$ cat src/rtl/enigma_cfg.svh
/*
  enigma core configuration
  symbol width, table depth, whitening seed and pass latency
*/
`ifndef ENIGMA_CFG_SVH
`define ENIGMA_CFG_SVH

// ====================
// symbol and table size
// ====================
`define ENIGMA_SYM_W      6     // bits per code word
`define ENIGMA_TBL_DEPTH  64    // rotor table entries, 2**sym_w

// ====================
// state and timing
// ====================
`define ENIGMA_LFSR_SEED  6'b000001  // whitening lfsr after reset
`define ENIGMA_LATENCY    2          // pin to code_out, in cycles

`endif
$ cat src/rtl/enigma_pkg.sv
/*
  enigma shared types
  symbol type and the enums for pins and bit-switch modes
*/
`include "enigma_cfg.svh"

package enigma_pkg;

  typedef logic [`ENIGMA_SYM_W-1:0] sym_t;  // code word, table entry, count, lfsr

  typedef enum logic {
    crypt_encrypt = 1'b0,
    crypt_decrypt = 1'b1
  } crypt_mode_e;

  // which table a load goes to, only rotor a is kept
  typedef enum logic [1:0] {
    table_rotor_a   = 2'd0,
    table_plugboard = 2'd1,
    table_rotor_b   = 2'd2
  } table_idx_e;

  // bit switch modes, each one undoes itself
  typedef enum logic [1:0] {
    sw_invert      = 2'd0,  // ~x
    sw_reverse     = 2'd1,  // bit order flipped
    sw_swap_pairs  = 2'd2,  // 4,5,2,3,0,1
    sw_swap_halves = 2'd3   // 2,1,0,5,4,3
  } sw_mode_e;

endpackage

$ cat src/rtl/enigma.sv
/*
  enigma rotor cipher top level
  input register, rotor a tables, cipher state and the datapath
*/
`timescale 1ns/1ns

module enigma (
  input  logic                    clk,
  input  logic                    srst_n,      // sync, active low
  input  logic                    load,        // level, table load
  input  logic                    encrypt,     // level, one symbol per cycle
  input  enigma_pkg::crypt_mode_e crypt_mode,
  input  enigma_pkg::table_idx_e  table_idx,
  input  enigma_pkg::sym_t        code_in,
  output enigma_pkg::sym_t        code_out,
  output logic                    code_valid
);

  // ====================
  // internal wires
  // ====================
  logic                    rotor_load;
  logic                    sym_valid;
  enigma_pkg::sym_t        sym_in;
  enigma_pkg::crypt_mode_e mode_reg;

  enigma_pkg::sym_t        fwd_addr, inv_addr;
  enigma_pkg::sym_t        fwd_word, inv_word;

  enigma_pkg::sym_t        count;
  enigma_pkg::sw_mode_e    sw_mode;
  enigma_pkg::sym_t        whiten;
  logic [1:0]              count_step;
  enigma_pkg::sw_mode_e    mode_next;

  // ====================
  // blocks
  // ====================
  enigma_cmd_reg u_cmd_reg (
    .clk        (clk),
    .srst_n     (srst_n),
    .load       (load),
    .encrypt    (encrypt),
    .crypt_mode (crypt_mode),
    .table_idx  (table_idx),
    .code_in    (code_in),
    .rotor_load (rotor_load),
    .sym_valid  (sym_valid),
    .sym_in     (sym_in),
    .mode_reg   (mode_reg)
  );

  rotor_a_tables u_rotor_a (
    .clk        (clk),
    .rotor_load (rotor_load),
    .load_word  (sym_in),     // loaded word arrives on the code bus
    .load_count (count),      // count before its increment
    .fwd_addr   (fwd_addr),
    .inv_addr   (inv_addr),
    .fwd_word   (fwd_word),
    .inv_word   (inv_word)
  );

  cipher_state u_state (
    .clk        (clk),
    .srst_n     (srst_n),
    .rotor_load (rotor_load),
    .sym_valid  (sym_valid),
    .count_step (count_step),
    .mode_next  (mode_next),
    .count      (count),
    .sw_mode    (sw_mode),
    .whiten     (whiten)
  );

  cipher_datapath u_datapath (
    .clk        (clk),
    .srst_n     (srst_n),
    .sym_in     (sym_in),
    .mode_reg   (mode_reg),
    .sym_valid  (sym_valid),
    .count      (count),
    .sw_mode    (sw_mode),
    .whiten     (whiten),
    .fwd_word   (fwd_word),
    .inv_word   (inv_word),
    .fwd_addr   (fwd_addr),
    .inv_addr   (inv_addr),
    .count_step (count_step),
    .mode_next  (mode_next),
    .code_out   (code_out),
    .code_valid (code_valid)
  );

endmodule

$ cat src/rtl/cipher_datapath.sv
/*
  enigma cipher pass
  rotor a, bit switch, whitening turnaround and back, then out reg
*/
`timescale 1ns/1ns

module cipher_datapath (
  input  logic                    clk,
  input  logic                    srst_n,
  input  enigma_pkg::sym_t        sym_in,
  input  enigma_pkg::crypt_mode_e mode_reg,
  input  logic                    sym_valid,
  input  enigma_pkg::sym_t        count,
  input  enigma_pkg::sw_mode_e    sw_mode,
  input  enigma_pkg::sym_t        whiten,
  input  enigma_pkg::sym_t        fwd_word,
  input  enigma_pkg::sym_t        inv_word,
  output enigma_pkg::sym_t        fwd_addr,
  output enigma_pkg::sym_t        inv_addr,
  output logic [1:0]              count_step,
  output enigma_pkg::sw_mode_e    mode_next,
  output enigma_pkg::sym_t        code_out,
  output logic                    code_valid
);

  enigma_pkg::sym_t f_sym;   // after forward rotor
  enigma_pkg::sym_t g_sym;   // after first switch
  enigma_pkg::sym_t h_sym;   // after whitening
  enigma_pkg::sym_t k_sym;   // after second switch
  enigma_pkg::sym_t y_sym;   // after inverse rotor
  logic             is_dec;

  // ====================
  // bit switch
  // ====================
  // same network both ways, every mode is an involution
  function automatic enigma_pkg::sym_t bit_switch(
    input enigma_pkg::sw_mode_e mode,
    input enigma_pkg::sym_t     d
  );
    case (mode)
      enigma_pkg::sw_invert:      bit_switch = ~d;
      enigma_pkg::sw_reverse:     bit_switch = {d[0], d[1], d[2], d[3], d[4], d[5]};
      enigma_pkg::sw_swap_pairs:  bit_switch = {d[4], d[5], d[2], d[3], d[0], d[1]};
      enigma_pkg::sw_swap_halves: bit_switch = {d[2], d[1], d[0], d[5], d[4], d[3]};
      default:                    bit_switch = d;
    endcase
  endfunction

  // ====================
  // one pass
  // ====================
  assign fwd_addr = sym_in + count;              // rotate into rotor a
  assign f_sym    = fwd_word;
  assign g_sym    = bit_switch(sw_mode, f_sym);
  assign h_sym    = g_sym ^ whiten;              // turnaround
  assign k_sym    = bit_switch(sw_mode, h_sym);
  assign inv_addr = k_sym;
  assign y_sym    = inv_word - count;            // rotate back out

  // decrypt sees the encrypt path mirrored, so f<->k and g<->h
  assign is_dec = (mode_reg == enigma_pkg::crypt_decrypt);

  // state steering, identical values on both sides of the cipher
  assign count_step = is_dec ? k_sym[1:0] : f_sym[1:0];
  assign mode_next  = enigma_pkg::sw_mode_e'(is_dec ? h_sym[1:0] : g_sym[1:0]);

  // ====================
  // output register
  // ====================
  always_ff @(posedge clk) begin
    if (!srst_n) begin
      code_out   <= '0;
      code_valid <= 1'b0;
    end else begin
      code_valid <= sym_valid;   // one-cycle pulse per symbol
      if (sym_valid) begin
        code_out <= y_sym;       // held between symbols
      end
    end
  end

endmodule

$ cat src/rtl/cipher_state.sv
/*
  cipher state registers
  rotor a shift count, bit switch mode and whitening lfsr
*/
`timescale 1ns/1ns
`include "enigma_cfg.svh"

module cipher_state (
  input  logic                 clk,
  input  logic                 srst_n,
  input  logic                 rotor_load,
  input  logic                 sym_valid,
  input  logic [1:0]           count_step,  // from the pass
  input  enigma_pkg::sw_mode_e mode_next,
  output enigma_pkg::sym_t     count,
  output enigma_pkg::sw_mode_e sw_mode,
  output enigma_pkg::sym_t     whiten
);

  enigma_pkg::sym_t count_nxt;
  enigma_pkg::sym_t lfsr_nxt;

  // ====================
  // shift count
  // ====================
  // rotor_load and sym_valid never overlap
  always_comb begin
    count_nxt = count;
    if (rotor_load) begin
      count_nxt = count + 1'b1;             // one step per loaded word
    end else if (sym_valid) begin
      count_nxt = count + {4'd0, count_step};  // wraps mod 64
    end
  end

  // taps at bits 5 and 4
  assign lfsr_nxt = {whiten[4:0], whiten[4] ^ whiten[5]};

  // ====================
  // registers
  // ====================
  always_ff @(posedge clk) begin
    if (!srst_n) begin
      count   <= '0;
      sw_mode <= enigma_pkg::sw_invert;
      whiten  <= `ENIGMA_LFSR_SEED;
    end else begin
      count <= count_nxt;
      if (sym_valid) begin
        sw_mode <= mode_next;  // steered by the symbol just passed
        whiten  <= lfsr_nxt;
      end
    end
  end

endmodule

$ cat src/rtl/rotor_a_tables.sv
/*
  rotor a forward and inverse tables
  forward table is shift loaded, inverse written at the loaded word
*/
`timescale 1ns/1ns
`include "enigma_cfg.svh"

module rotor_a_tables (
  input  logic             clk,
  input  logic             rotor_load,
  input  enigma_pkg::sym_t load_word,
  input  enigma_pkg::sym_t load_count,  // index of the word being loaded
  input  enigma_pkg::sym_t fwd_addr,
  input  enigma_pkg::sym_t inv_addr,
  output enigma_pkg::sym_t fwd_word,
  output enigma_pkg::sym_t inv_word
);

  enigma_pkg::sym_t fwd_mem [`ENIGMA_TBL_DEPTH];
  enigma_pkg::sym_t inv_mem [`ENIGMA_TBL_DEPTH];

  // ====================
  // forward table
  // ====================
  // new word at the top, rest moves down one
  // after a full load entry i holds the i-th word
  always_ff @(posedge clk) begin
    if (rotor_load) begin
      fwd_mem[`ENIGMA_TBL_DEPTH-1] <= load_word;
      for (int i = 0; i < `ENIGMA_TBL_DEPTH-1; i++) begin
        fwd_mem[i] <= fwd_mem[i+1];
      end
    end
  end

  // ====================
  // inverse table
  // ====================
  // word -> position, so inv[fwd[i]] == i once loaded
  always_ff @(posedge clk) begin
    if (rotor_load) begin
      inv_mem[load_word] <= load_count;
    end
  end

  // async reads, both used in the same pass
  assign fwd_word = fwd_mem[fwd_addr];
  assign inv_word = inv_mem[inv_addr];

endmodule

$ cat src/rtl/enigma_cmd_reg.sv
/*
  enigma input register
  samples the pins and decodes load and encrypt strobes
*/
`timescale 1ns/1ns

module enigma_cmd_reg (
  input  logic                    clk,
  input  logic                    srst_n,
  input  logic                    load,
  input  logic                    encrypt,
  input  enigma_pkg::crypt_mode_e crypt_mode,
  input  enigma_pkg::table_idx_e  table_idx,
  input  enigma_pkg::sym_t        code_in,
  output logic                    rotor_load,  // write strobe for rotor a
  output logic                    sym_valid,   // symbol in sym_in this cycle
  output enigma_pkg::sym_t        sym_in,
  output enigma_pkg::crypt_mode_e mode_reg
);

  logic rotor_a_sel;
  logic sym_go;

  // plugboard and rotor b loads fall out here
  assign rotor_a_sel = load && (table_idx == enigma_pkg::table_rotor_a);
  assign sym_go      = encrypt && !load;  // load wins over encrypt

  // ====================
  // strobes
  // ====================
  always_ff @(posedge clk) begin
    if (!srst_n) begin
      rotor_load <= 1'b0;
      sym_valid  <= 1'b0;
    end else begin
      rotor_load <= rotor_a_sel;
      sym_valid  <= sym_go;
    end
  end

  // payload, no reset
  always_ff @(posedge clk) begin
    sym_in   <= code_in;     // code word or table word
    mode_reg <= crypt_mode;
  end

endmodule

$ cat config.mk
export PLATFORM = sky130hd
export DESIGN_NAME = enigma
export DESIGN_NICKNAME = d
export VERILOG_FILES = /design/src/rtl/enigma_pkg.sv /design/src/rtl/enigma.sv /design/src/rtl/cipher_datapath.sv /design/src/rtl/cipher_state.sv /design/src/rtl/rotor_a_tables.sv /design/src/rtl/enigma_cmd_reg.sv
export VERILOG_INCLUDE_DIRS = /design/src /design/src/rtl
export SDC_FILE = /design/constraint.sdc
export NUM_CORES = 1
export LEC_CHECK = 0
export BUFFER_PORTS_ARGS = -buffer_cell sky130_fd_sc_hd__buf_4
export CORE_MARGIN = 1.5
export CORE_UTILIZATION = 45
export DETAILED_ROUTE_END_ITERATION = 12
export SYNTH_ARGS = -nofsm -noshare
export SYNTH_HDL_FRONTEND = slang
export SYNTH_SLANG_ARGS = --single-unit
$ cat constraint.sdc
create_clock -name clk -period 11.06 [get_ports clk]
set_clock_uncertainty 0.1 [all_clocks]
set_input_delay 1.106 -clock clk [delete_from_list [all_inputs] [get_ports clk]]
set_output_delay 1.106 -clock clk [all_outputs]
set_load 0.01 [all_outputs]
# After elaboration in Yosys (flattened, before gate mapping)
# Memory sizes are Yosys's and may differ from the RTL's.
# Cells that the tools add are included.
dict set report op_classes {
  n_addsub 4
  eq_ne 3
  muxes 8
  n_bitwise 4
  n_reduce_logical 6
}
# op count
set op_table {}
lappend op_table {{6-bit case mux with 4 select lines} 2}
lappend op_table {{6-bit 2-to-1 mux} 2}
lappend op_table {{6-bit NOT} 2}
lappend op_table {{6-bit by 1-bit adder with 6-bit output, second input constant} 1}
lappend op_table {{6-bit by 2-bit adder with 6-bit output} 1}
lappend op_table {{6-bit adder} 1}
lappend op_table {{6-bit subtractor} 1}
lappend op_table {{6-bit bitwise XOR} 1}
lappend op_table {{2-bit == test, second input constant} 2}
lappend op_table {{2-bit logical NOT} 2}
lappend op_table {{2-bit 2-to-1 mux} 2}
lappend op_table {{2-bit by 1-bit == test with 1-bit output, second input constant} 1}
lappend op_table {{1-bit logical AND} 2}
lappend op_table {{1-bit 2-to-1 mux} 2}
lappend op_table {{2-bit nonzero test} 1}
lappend op_table {{1-bit logical NOT} 1}
lappend op_table {{1-bit bitwise XOR} 1}
dict set report totals {
  regBits 30
  ramBits 768
  n_memories 2
}
# name words width rd rd_clocked_by_memory_dff write_ports line
set mem_list {}
lappend mem_list {u_rotor_a.fwd_mem 64 6 64 0 64 rotor_a_tables.sv:19} ;# enigma_pkg::sym_t fwd_mem [`ENIGMA_TBL_DEPTH];
lappend mem_list {u_rotor_a.inv_mem 64 6 1 0 1 rotor_a_tables.sv:20} ;# enigma_pkg::sym_t inv_mem [`ENIGMA_TBL_DEPTH];

# Longest topological paths before layout
# Gate-level depths: netlist (run 1).
# An unclocked memory read counts as a cell.
dict set report depth {
  depth_word 11
  depth_mapped 31
  ltp_nobuf 26
}

# By module
# Synthesis (run 1) repeated with hierarchy kept, for this count alone.
dict set report unflattened {
  cells_unflattened 1554
  area_unflattened_um2 31596.6
}
# module n_inst cells_each area_per_inst_um2 seq_area_each_um2
set by_module_without_submodules {}
lappend by_module_without_submodules {rotor_a_tables 1 1349 29724.8 23062.1}
lappend by_module_without_submodules {cipher_datapath 1 125 1022.2 140.1}
lappend by_module_without_submodules {cipher_state 1 69 648.1 280.3}
lappend by_module_without_submodules {enigma_cmd_reg 1 11 201.4 180.2}

# Least setup slack after synthesis (run 1)
# OpenSTA, ideal clock, no wires.
dict set report synth_timing {
  kind {flip-flop to flip-flop}
  startpoint {register u_cmd_reg.rotor_load}
  endpoint {memory u_rotor_a.inv_mem[58][0] (netlist bit), enable pin}
  setup_ns 0.377
  t_arrival_ns 10.474
  t_required_ns 10.583
  path_slack_ns 0.109
  path_stages_with_launch 4
  period_less_slack_ns 10.951
  path_cell_list {dfxtp_1 and3_1 nand3_1 nor3_1}
}
dict set report synth_via {
  elab_chain_cells 2
}
# item line
set synth_rtl {}
lappend synth_rtl {{start, declared} enigma_cmd_reg.sv:15} ;# output logic rotor_load,
lappend synth_rtl {{start signal, assigned} enigma_cmd_reg.sv:36} ;# rotor_load <= rotor_a_sel;
lappend synth_rtl {{1-bit 2-to-1 mux} rotor_a_tables.sv:41} ;# if (rotor_load) begin
lappend synth_rtl {{1-bit 2-to-1 mux (not written as such)} rotor_a_tables.sv:42} ;# inv_mem[load_word] <= load_count;
lappend synth_rtl {{end, declared} rotor_a_tables.sv:20}
# Every way passes these cells.

# Worst setup path in the final report (run 1)
dict set report layout_timing {
  startpoint {register u_cmd_reg.sym_in[0]}
  endpoint {register u_datapath.code_out[5]}
}
dict set report layout_via {
  elab_chain_cells 9
}
# item line
set layout_rtl {}
lappend layout_rtl {{start, declared} enigma_cmd_reg.sv:17} ;# output enigma_pkg::sym_t sym_in,
lappend layout_rtl {{start signal, assigned} enigma_cmd_reg.sv:43} ;# sym_in <= code_in;
lappend layout_rtl {{6-bit adder (*)} cipher_datapath.sv:53} ;# assign fwd_addr = sym_in + count;
lappend layout_rtl {{memory read 64 x 6 bit (*)} -}
lappend layout_rtl {{6-bit NOT} cipher_datapath.sv:42} ;# enigma_pkg::sw_invert: bit_switch = ~d;
lappend layout_rtl {{6-bit case mux with 4 select lines (*)} cipher_datapath.sv:41} ;# case (mode)
lappend layout_rtl {{6-bit bitwise XOR (*)} cipher_datapath.sv:56} ;# assign h_sym = g_sym ^ whiten;
lappend layout_rtl {{6-bit NOT} cipher_datapath.sv:42}
lappend layout_rtl {{6-bit case mux with 4 select lines (*)} cipher_datapath.sv:41}
lappend layout_rtl {{memory read 64 x 6 bit (*)} -}
lappend layout_rtl {{6-bit subtractor (*)} cipher_datapath.sv:59} ;# assign y_sym = inv_word - count;
lappend layout_rtl {{end signal, assigned} cipher_datapath.sv:78} ;# code_out <= y_sym;
lappend layout_rtl {{end, declared} cipher_datapath.sv:22} ;# output enigma_pkg::sym_t code_out,
# Every way passes the cells marked *; elsewhere a longest branch is shown, timed or not.
# A chain may end at the register's enable or synchronous reset.

==> results of run 1 <==
cell families (layout without fill, tap and decap cells):
logic type,Yosys count,count (layout),share of synthesized area
flip-flops,798,798,0.723
multiplexers,370,370,0.164
AND/OR/NAND/NOR,338,338,0.0493
AO/OA/AOI/OAI,139,139,0.0325
buffers and inverters,111,216,0.0172
XOR/XNOR,28,28,0.00807
adder cells (fa/ha/maj),15,15,0.00642
other,0,2,0
stage by stage:
| stage | hold WS (ns) | power (mW) | std cells |
|---|---|---|---|
| floorplan | 0.317 | 4.22 | 1799 |
| global placement | 0.322 | 4.47 | 2701 |
| detailed placement | 0.329 | 4.47 | 2701 |
| CTS | 0.334 | 7.23 | 2854 |
| global route | 0.350 | 7.42 | 2854 |
| finish | 0.337 | 7.15 | 2856 |
worst max-delay path: cells and delay by family, from the launching register on:
kind,cells,cell delay (ns)
fa+ha+maj,3,1.81
mux,5,1.55
compound gates,9,1.45
buf+inv,3,1.22
simple gates,3,1.09
flops,1,0.64
xor+xnor,2,0.29
cell type report:
cell class                      instances  area (um2)  share of cell area
Sequential cell                       798       23700               0.647
Multi-Input combinational cell        890        8570               0.234
Clock buffer                          109        2240              0.0611
Tap cell                              950        1190              0.0325
Clock inverter                         44         455              0.0124
Timing Repair Buffer                   51         420              0.0115
Inverter                               12        45.0             0.00123
Antenna cell                            2        5.00            0.000137
layout by cell type (no fill, tap or decap), types with 7 or more instances in the layout:
cell type    n
a211oi_1    23
a21oi_1     11
and2_1      12
and3_1      28
buf_4       48
bufinv_16    8
clkbuf_1    21
clkbuf_16   84
clkinv_1    14
clkinv_2    13
dfxtp_1     23
edfxtp_1   768
ha_1        11
inv_1       12
mux2_2      22
mux2i_1    220
mux4_2     122
nand2_1    102
nand3_1     24
nor2_1     103
nor2b_1     22
nor3_1      14
o211ai_1     7
o21ai_0     21
o31a_1      21
xnor2_1     18
layer usage:
metal / vias to the layer above / GRT usage / share of wire
met5: - / 0 / 0
met1: 8506 / 0.269 / 0.46
li1: 7259 / - / -
met2: 488 / 0.284 / 0.47
met3: 122 / 0.0279 / 0.049
met4: 0 / 0.0610 / 0.024
path summary, 6_finish.rpt:
kind                       startpoint                  endpoint  slack (ns)  cells past startpoint
max               u_cmd_reg.sym_in[0]    u_datapath.code_out[5]        2.67                     25
min          u_rotor_a.fwd_mem[12][1]  u_rotor_a.fwd_mem[11][1]        0.34                      0
max reg2reg       u_cmd_reg.sym_in[0]    u_datapath.code_out[5]        2.67                     25
min reg2reg  u_rotor_a.fwd_mem[12][1]  u_rotor_a.fwd_mem[11][1]        0.34                      0
where the power goes:
part / switching, mW / internal (mW) / leakage (nW)
clock: 1.13 / 1.62 / 1.31
combinational: 0.604 / 0.456 / 3.55
sequential: 0.0218 / 3.32 / 7.28
total: 1.76 / 5.39 / 12.1
==> impl_results.md, run 1 <==
- Die Span X: 273 um
- Drt wl/cell: 23.7 um
- Final #Nets: 1863
- Max Root-Sink Buffers: 3
- Setup_tns: 0 ns
- Max incr delay on CP: 1.32 ns
- Dpl hpwl: 39.9 mm
- Largest net degree at the start of global routing: 169
- Most frequent cell after synthesis: edfxtp_1
- Post-Syn Instances: 1799
- GR Overflow Total: 0
- TritonRoute pass-1 iters: 6
- Worst path required time: 11.45 ns
- Starting density of the core: 0.456
- Synth Warn #: 0
- Layout cells sized above 1: 0.183
- Worst Path Arrival: 8.78 ns
- Largest registers: u_rotor_a.fwd_mem (384), u_rotor_a.inv_mem (384)
- Power Density: 195 nW/um2
- Pre-CTS WS: 2.65 ns
- Final GP Congestion: 0.792
- Max-cap violation count: 0
- Final hold violation count: 0
- Skew-Pair Late Insertion Delay: 0.62 ns
- Avg Inst Size Synth: 18.2 um2
- Hold_buf cts: 0
- Vias post-DR: 16.4k
- Die area: 74400 um2
- Final Cycle Share: 0.759
- Root Driver: clkbuf_16
- Number of buffers added for setup after CTS: 0
- Async set-reset flop share out of synthesis: 0
- Yosys reg bits: 798
- GRT Total Usage: 0.184
- Area Overhead vs Synth: 11.8%
- Final Max Tran Viols: 0
- CTS H-tree depth: 3
- Worst-path clk slew: 0.06 ns
- Die Y: 273 um
- Syn nets: 1827
- Critical path peak fanout: 61
- Highest-delay cell along the critical path: fa_4
- CTS tree: built
- Worst Tran Pin Value: 1.05 ns
- Clk sinks: 798
- Routed Antenna Nets: 0
- Vias per inst: 5.73
- TritonCTS Buffers: 82
- Placement Cell Area: 33900 um2
- Setup crit start kind: flop
- Top cells by count, synth: edfxtp_1, mux2i_1, mux4_2
- Seq/Total Area, Yosys: 0.723
- Outcome: complete, no violations
- Num rows: 98
- Design area: 36600 um2
- Critical Path End Type: flop
- Max_slew headroom: 0.296
- Post-synthesis cell area: 32700 um2
- Unrepaired setup endpoints after global routing: false
- Top Ports: 20
- PortBufs: 19
- Hold Path Class: reg -> reg
- Crit path kind: reg -> reg
- Setup Viol. Count Final: 0
- Top_reg_cell synth: edfxtp_1
- Yosys top cell area share: 0.705
- # fillers: 5788
- Worst IR Drop VDD: 0.000130 V
- Dominant cell type by area after synthesis: edfxtp_1
- EDFF count, synth: 768
- DRC Markers: 0
- Vias in the first global route: 16.6k
- Routed wire length: 67.7 mm
- Synth area leaders: edfxtp_1, mux4_2, mux2i_1
- Post-Route Utilization: 0.510
- Synth unique cells: 73
- Fin worst setup slack: 2.67 ns
- Resize count post-CTS: 0
- Crit path time final: 8.39 ns
- Initial antenna violation count: 1
- Fmax: 119 MHz
- Initial drt markers: 1432
- Static Leakage: 12.1 nW
- Core Footprint: 71700 um2
- First-pass GRT wire length: 103 mm
No activity file was read; power rests on OpenSTA's default activity.
==> run 2: changes to the inputs <==
Settings changed: ABC_AREA set to 1.
Clock period 11.06 ns to 7.6 ns, I/O delays scaled along.
==> impl_results.md, run 2 <==
- Outcome: complete, no violations
- Synth Warn #: 0 (unchanged)
- GRT Total Usage: 0.209 (+0.0248)
- Hold Path Class: in -> reg
- Die Span X: 276 um (+1.1%)
- Initial drt markers: 2317 (+62%)
- Routed wire length: 79.2 mm (+17%)
- Top_reg_cell synth: edfxtp_1
- Post-synthesis cell area: 33500 um2 (+2.3%)
- Highest-delay cell along the critical path: fa_4
- Largest net degree at the start of global routing: 213 (+26%)
- TritonCTS Buffers: 83 (+1.2%)
- Async set-reset flop share out of synthesis: 0 (unchanged)
- Max incr delay on CP: 0.88 ns (-0.44 ns)
- Post-Layout Cell Count: 3970 (+39%)
- Worst path required time: 8.02 ns (-3.43 ns)
- GR Overflow Total: 0 (unchanged)
- Starting density of the core: 0.457 (about the same)
- DRC Markers: 0 (unchanged)
- Design area: 37000 um2 (+1.2%)
- Area Overhead vs Synth: 10.6%
- Max_slew headroom: 0.165 (-0.131)
- Final hold violation count: 0 (unchanged)
- Synth area leaders: edfxtp_1, nand2_1, nand3_1
- Vias post-DR: 21.8k (+33%)
- Core Footprint: 73300 um2 (+2.2%)
- First-pass GRT wire length: 122 mm (+18%)
- Unrepaired setup endpoints after global routing: false
- Crit path kind: reg -> reg
- Avg Inst Size Synth: 11.3 um2 (-38%)
- Die Y: 276 um (+1.1%)
- Worst Tran Pin Value: 1.25 ns (+0.204 ns)
- Crit path time final: 6.80 ns (-1.60 ns)
- Worst IR Drop VDD: 0.000170 V (+30%)
- Initial antenna violation count: 1 (unchanged)
- PortBufs: 19 (unchanged)
- Drt wl/cell: 20.0 um (-16%)
- Number of buffers added for setup after CTS: 0 (unchanged)
- Syn nets: 2989 (+64%)
- Vias per inst: 5.50 (-4.1%)
- Synth unique cells: 41 (-44%)
- Dominant cell type by area after synthesis: edfxtp_1
- Root Driver: clkbuf_16
- Vias in the first global route: 20.9k (+26%)
- Clk sinks: 798 (unchanged)
- Post-Syn Instances: 2961 (+65%)
- Fin worst setup slack: 0.803 ns (-1.86 ns)
- Critical Path End Type: flop
- Placed insts: 3818 (+41%)
- Num rows: 99 (+1.0%)
- Placement Cell Area: 34400 um2 (+1.6%)
- Setup crit start kind: flop
- Routed Antenna Nets: 0 (unchanged)
- Top cells by count, synth: nand2_1, edfxtp_1, nand3_1
- Final Cycle Share: 0.894 (+0.135)
- Most frequent cell after synthesis: nand2_1
- Top Ports: 20 (unchanged)
- TritonRoute pass-1 iters: 5 (-1)
- Pre-CTS WS: 0.848 ns (-1.80 ns)
- Setup_tns: 0 ns (unchanged)
- Power Density: 297 nW/um2 (+52%)
- Fmax: 147 MHz (+23%)
- Max Root-Sink Buffers: 3 (unchanged)
- Dpl hpwl: 45.5 mm (+14%)
- Max-cap violation count: 0 (unchanged)
- Commonest non-fill, non-tap cells in the layout: nand2_1, edfxtp_1, nand3_1, nor2_1, inv_1
- CTS tree: built
- Skew-Pair Late Insertion Delay: 0.63 ns (about the same)
- Layout cells sized above 1: 0.0671 (-0.116)
- Commonest non-fill, non-tap cell in the layout: nand2_1
- Final #Nets: 2972 (+60%)
- Critical path peak fanout: 104 (+70%)
- Yosys top cell area share: 0.689 (-0.0157)
- Hold_buf cts: 0 (unchanged)
- Static Leakage: 13.5 nW (+11%)
- Yosys reg bits: 798 (unchanged)
- Die area: 76000 um2 (+2.3%)
- Largest registers: u_rotor_a.fwd_mem (384), u_rotor_a.inv_mem (384)
- Final Max Tran Viols: 0 (unchanged)
- EDFF count, synth: 768 (unchanged)
- Worst-path clk slew: 0.06 ns (about the same)
- Setup Viol. Count Final: 0 (unchanged)
- Worst Path Arrival: 7.22 ns (-1.56 ns)
- Worst Hold Slack: 0.129 ns (-0.208 ns)
- CTS H-tree depth: 3 (unchanged)
- Resize count post-CTS: 0 (unchanged)
- Seq/Total Area, Yosys: 0.707 (-0.0161)
- Final GP Congestion: 0.875 (+11%)
[run 2: changes by cell type after synthesis, sizes merged, moves of 22 or more]
cell    change
mux2       -22
nor2       +76
mux2i     -220
nor2b      -22
inv       +106
buf        +75
nand2     +781
nand3     +572
and3       -28
o21ai      +71
mux4      -128
a211oi     -24
[run 2: path summary, 6_finish.rpt]
| path | slack (ns) | to | depth (start not counted) | from |
|---|---|---|---|---|
| worst max-delay path | 0.80 | u_datapath.code_out[5] | 40 | u_cmd_reg.sym_in[1] |
| worst min-delay path | 0.13 | u_cmd_reg.sym_in[5] | 1 | code_in[5] |
| worst max register to register | 0.80 | u_datapath.code_out[5] | 40 | u_cmd_reg.sym_in[1] |
| worst min register to register | 0.34 | u_rotor_a.fwd_mem[53][3] | 0 | u_rotor_a.fwd_mem[54][3] |
[run 2: logic make-up after synthesis]
| family | Yosys count | share of synthesized area |
|---|---|---|
| AO/OA/AOI/OAI | 162 | 0.0274 |
| XOR/XNOR | 6 | 0.00179 |
| adder cells (fa/ha/maj) | 15 | 0.00628 |
| buffers and inverters | 284 | 0.0420 |
| flip-flops | 798 | 0.707 |
| AND/OR/NAND/NOR | 1696 | 0.216 |
[run 2: layout make-up]
class / count / area [um2]
Clock inverter: 38 / 358
Sequential cell: 798 / 23700
Antenna cell: 1 / 2.50
Tap cell: 959 / 1200
Fill cell: 6458 / 36300
Inverter: 119 / 455
Clock buffer: 113 / 2250
Timing Repair Buffer: 63 / 648
Multi-Input combinational cell: 1879 / 8450
[run 2: per-layer routing]
layer	GRT usage	part of all wire	vias up
met5	0	0	-
met4	0.0754	0.034	0
met3	0.0344	0.069	150
met2	0.329	0.47	806
met1	0.293	0.43	10600
li1	-	-	10300
[run 2: critical path: cells and delay by family (launching register included)]
kind | cells | cell delay, ns
adders and majority gates | 2 | 1.14
DFF | 1 | 0.30
AOI/OAI and AO/OA | 3 | 0.41
buffers and inverters | 8 | 1.50
and+or+nand+nor | 26 | 2.95
xor gates and xnor gates | 1 | 0.17
[run 2: stage by stage]
stage / power (mW) / utilization
floorplan: 6.52 / -
global placement: 7.12 / 0.469
detailed placement: 7.14 / 0.469
CTS: 11.1 / 0.505
global route: 11.5 / 0.505
finish: 11.0 / 0.505
[run 2: where the power goes]
part	internal, mW	leakage, nW	switching [mW]
clock	2.28	1.27	1.67
sequential	4.83	7.20	0.0277
combinational	0.654	5.01	1.55
==> run 3: changes to the inputs <==
Settings changed: RECOVER_POWER set to 50.
==> impl_results.md, run 3 (same netlist as run 2, synthesis figures left out) <==
- Area Overhead vs Synth: 10.5%
- CTS H-tree depth: 3 (unchanged)
- Hold Path Sink: u_cmd_reg.sym_in[5]
- Hold_sp: code_in[5]
- Fmax: 147 MHz (about the same)
- Number of buffers added for setup after CTS: 0 (unchanged)
- Hold Path Depth: 1 (unchanged)
- GR Overflow Total: 0 (unchanged)
- Total power: 11.0 mW (about the same)
- Setup crit start kind: flop
- DRC Markers: 0 (unchanged)
- Worst path required time: 8.02 ns (about the same)
- Critical path peak fanout: 38 (-63%)
- Hold Path Class: in -> reg
- Final hold violation count: 0 (unchanged)
- M1 wire length: 34.3 mm (about the same)
- Buf/Inv on CP: 10 (+2)
- Vias post-DR: 21.8k (-0.23%)
- Worst Hold Slack: 0.149 ns (+0.0198 ns)
- Worst Path Arrival: 7.22 ns (about the same)
- Initial antenna violation count: 1 (unchanged)
- Num rows: 99 (unchanged)
- TritonCTS Buffers: 83 (unchanged)
- Root Driver: clkbuf_16
- Max Root-Sink Buffers: 3 (unchanged)
- Commonest non-fill, non-tap cell in the layout: nand2_1
- Dpl hpwl: 45.5 mm (unchanged)
- Pre-CTS WS: 0.848 ns (unchanged)
- Initial drt markers: 2391 (+3.2%)
- Top Metal Used: met4
- Resize count post-CTS: 0 (unchanged)
- Crit path kind: reg -> reg
- Worst Reg-to-Reg Cells: 37 (-7.5%)
- Max incr delay on CP: 0.88 ns (about the same)
- Skew-Pair Late Insertion Delay: 0.63 ns (about the same)
- Final GP Congestion: 0.875 (unchanged)
- Static Leakage: 13.4 nW (-0.41%)
- Top Ports: 20 (unchanged)
- Reg2reg end: u_datapath.code_out[5]
- First-pass GRT wire length: 122 mm (unchanged)
- Clk sinks: 798 (unchanged)
- Die Y: 276 um (unchanged)
- Final Cycle Share: 0.895 (about the same)
- Worst Tran Pin Value: 3.50 ns (+2.25 ns)
- Starting density of the core: 0.457 (unchanged)
- R2r startpoint: u_cmd_reg.sym_in[1]
- Highest-delay cell along the critical path: fa_4
- Met2 routed WL: 36.9 mm (+0.15%)
- Die Span X: 276 um (unchanged)
- Drt wl/cell: 20.0 um (about the same)
- Unrepaired setup endpoints after global routing: false
- Routed Antenna Nets: 0 (unchanged)
- Outcome: finished with violations
- Delay-heaviest family, CP: simple AND/OR/NAND/NOR gates
- Power Density: 298 nW/um2 (+0.19%)
- CP most frequent cell: nand3_1
- Die area: 76000 um2 (unchanged)
- Critical Path End Type: flop
- Vias per inst: 5.49 (-0.23%)
- PortBufs: 19 (unchanged)
- DR WL met3: 5.43 mm (about the same)
- Vias in the first global route: 20.9k (unchanged)
- Setup_tns: 0 ns (unchanged)
- Largest net degree at the start of global routing: 213 (unchanged)
- Core Footprint: 73300 um2 (unchanged)
- Max-cap violation count: 6 (+6)
- Worst IR Drop VDD: 0.000169 V (-0.57%)
- Setup Viol. Count Final: 0 (unchanged)
- GRT Total Usage: 0.209 (unchanged)
- CTS tree: built
- Crit path time final: 6.80 ns (+0.00285 ns)
- Final #Nets: 2972 (unchanged)
- Layout cells sized above 1: 0.0605 (-0.00664)
- Hold_buf cts: 0 (unchanged)
- Final Max Tran Viols: 368 (+368)
- Commonest non-fill, non-tap cells in the layout: nand2_1, edfxtp_1, nand3_1, nor2_1, inv_1
- TritonRoute pass-1 iters: 6 (+1)
- Routed wire length: 79.2 mm (about the same)
- Worst R2R Setup Slack: 0.80 ns (about the same)
- Fin worst setup slack: 0.801 ns (-0.00285 ns)
- Max_slew headroom: -1.33 (-1.50)
- Failing checks: max-capacitance violations, max-slew violations
- Largest registers: u_rotor_a.fwd_mem (384), u_rotor_a.inv_mem (384)
- Post-Route Utilization: 0.504 (-0.000819)
- Worst-path clk slew: 0.06 ns (about the same)
run 3: cell count changes in the layout (fill, tap and decap cells not counted), sizes merged:
| cell | before | now |
|---|---|---|
| buf | 63 | 45 |
| clkbuf | 113 | 131 |
run 3: report_power, final:
part | total (mW) | internal (mW) | switching, mW
Sequential | 4.86 | 4.83 | 0.0276
Clock | 3.96 | 2.28 | 1.67
Combinational | 2.20 | 0.652 | 1.55
run 3: layer usage:
metal | up-vias | GRT usage
met2 | 770 | 0.329
met3 | 142 | 0.0344
met1 | 10600 | 0.293
met4 | 0 | 0.0754
li1 | 10300 | -
met5 | - | 0
run 3: area by class of cell:
class	instances	area, um2
Fill cell	6470	36400
Multi-Input combinational cell	1879	8450
Inverter	119	455
Timing Repair Buffer	63	599
Clock inverter	38	358
Tap cell	959	1200
Antenna cell	1	2.50
Sequential cell	798	23700
Clock buffer	113	2250
run 3: how the worst max path moves through the flow:
stage | from | to | cells past startpoint
finish | u_cmd_reg.sym_in[1] | u_datapath.code_out[5] | 37
global route | u_cmd_reg.sym_in[1] | u_datapath.code_out[5] | 41
CTS | u_cmd_reg.sym_in[1] | u_datapath.code_out[5] | 36
detailed placement | u_cmd_reg.sym_in[1] | u_datapath.code_out[4] | 37
global placement | u_cmd_reg.sym_in[1] | u_datapath.code_out[5] | 38
floorplan | u_cmd_reg.rotor_load | u_rotor_a.inv_mem[48][0] | 2
run 3: metrics by stage:
step	cells	cell area (um2)
5_1_grt	3970	37000
3_5_place_dp	3818	34400
6_report	3970	37000
4_1_cts	3969	37000
3_3_place_gp	3818	34400
2_1_floorplan	2961	33500
run 3: worst reg2reg max path: cells and delay by family (launching register included):
kind	cells	cell delay (ns)
flip-flops	1	0.31
XOR/XNOR	2	0.29
AO/OA/AOI/OAI	4	0.74
AND/OR/NAND/NOR	19	2.13
buffers and inverters	10	1.99
adder cells (fa/ha/maj)	2	1.14
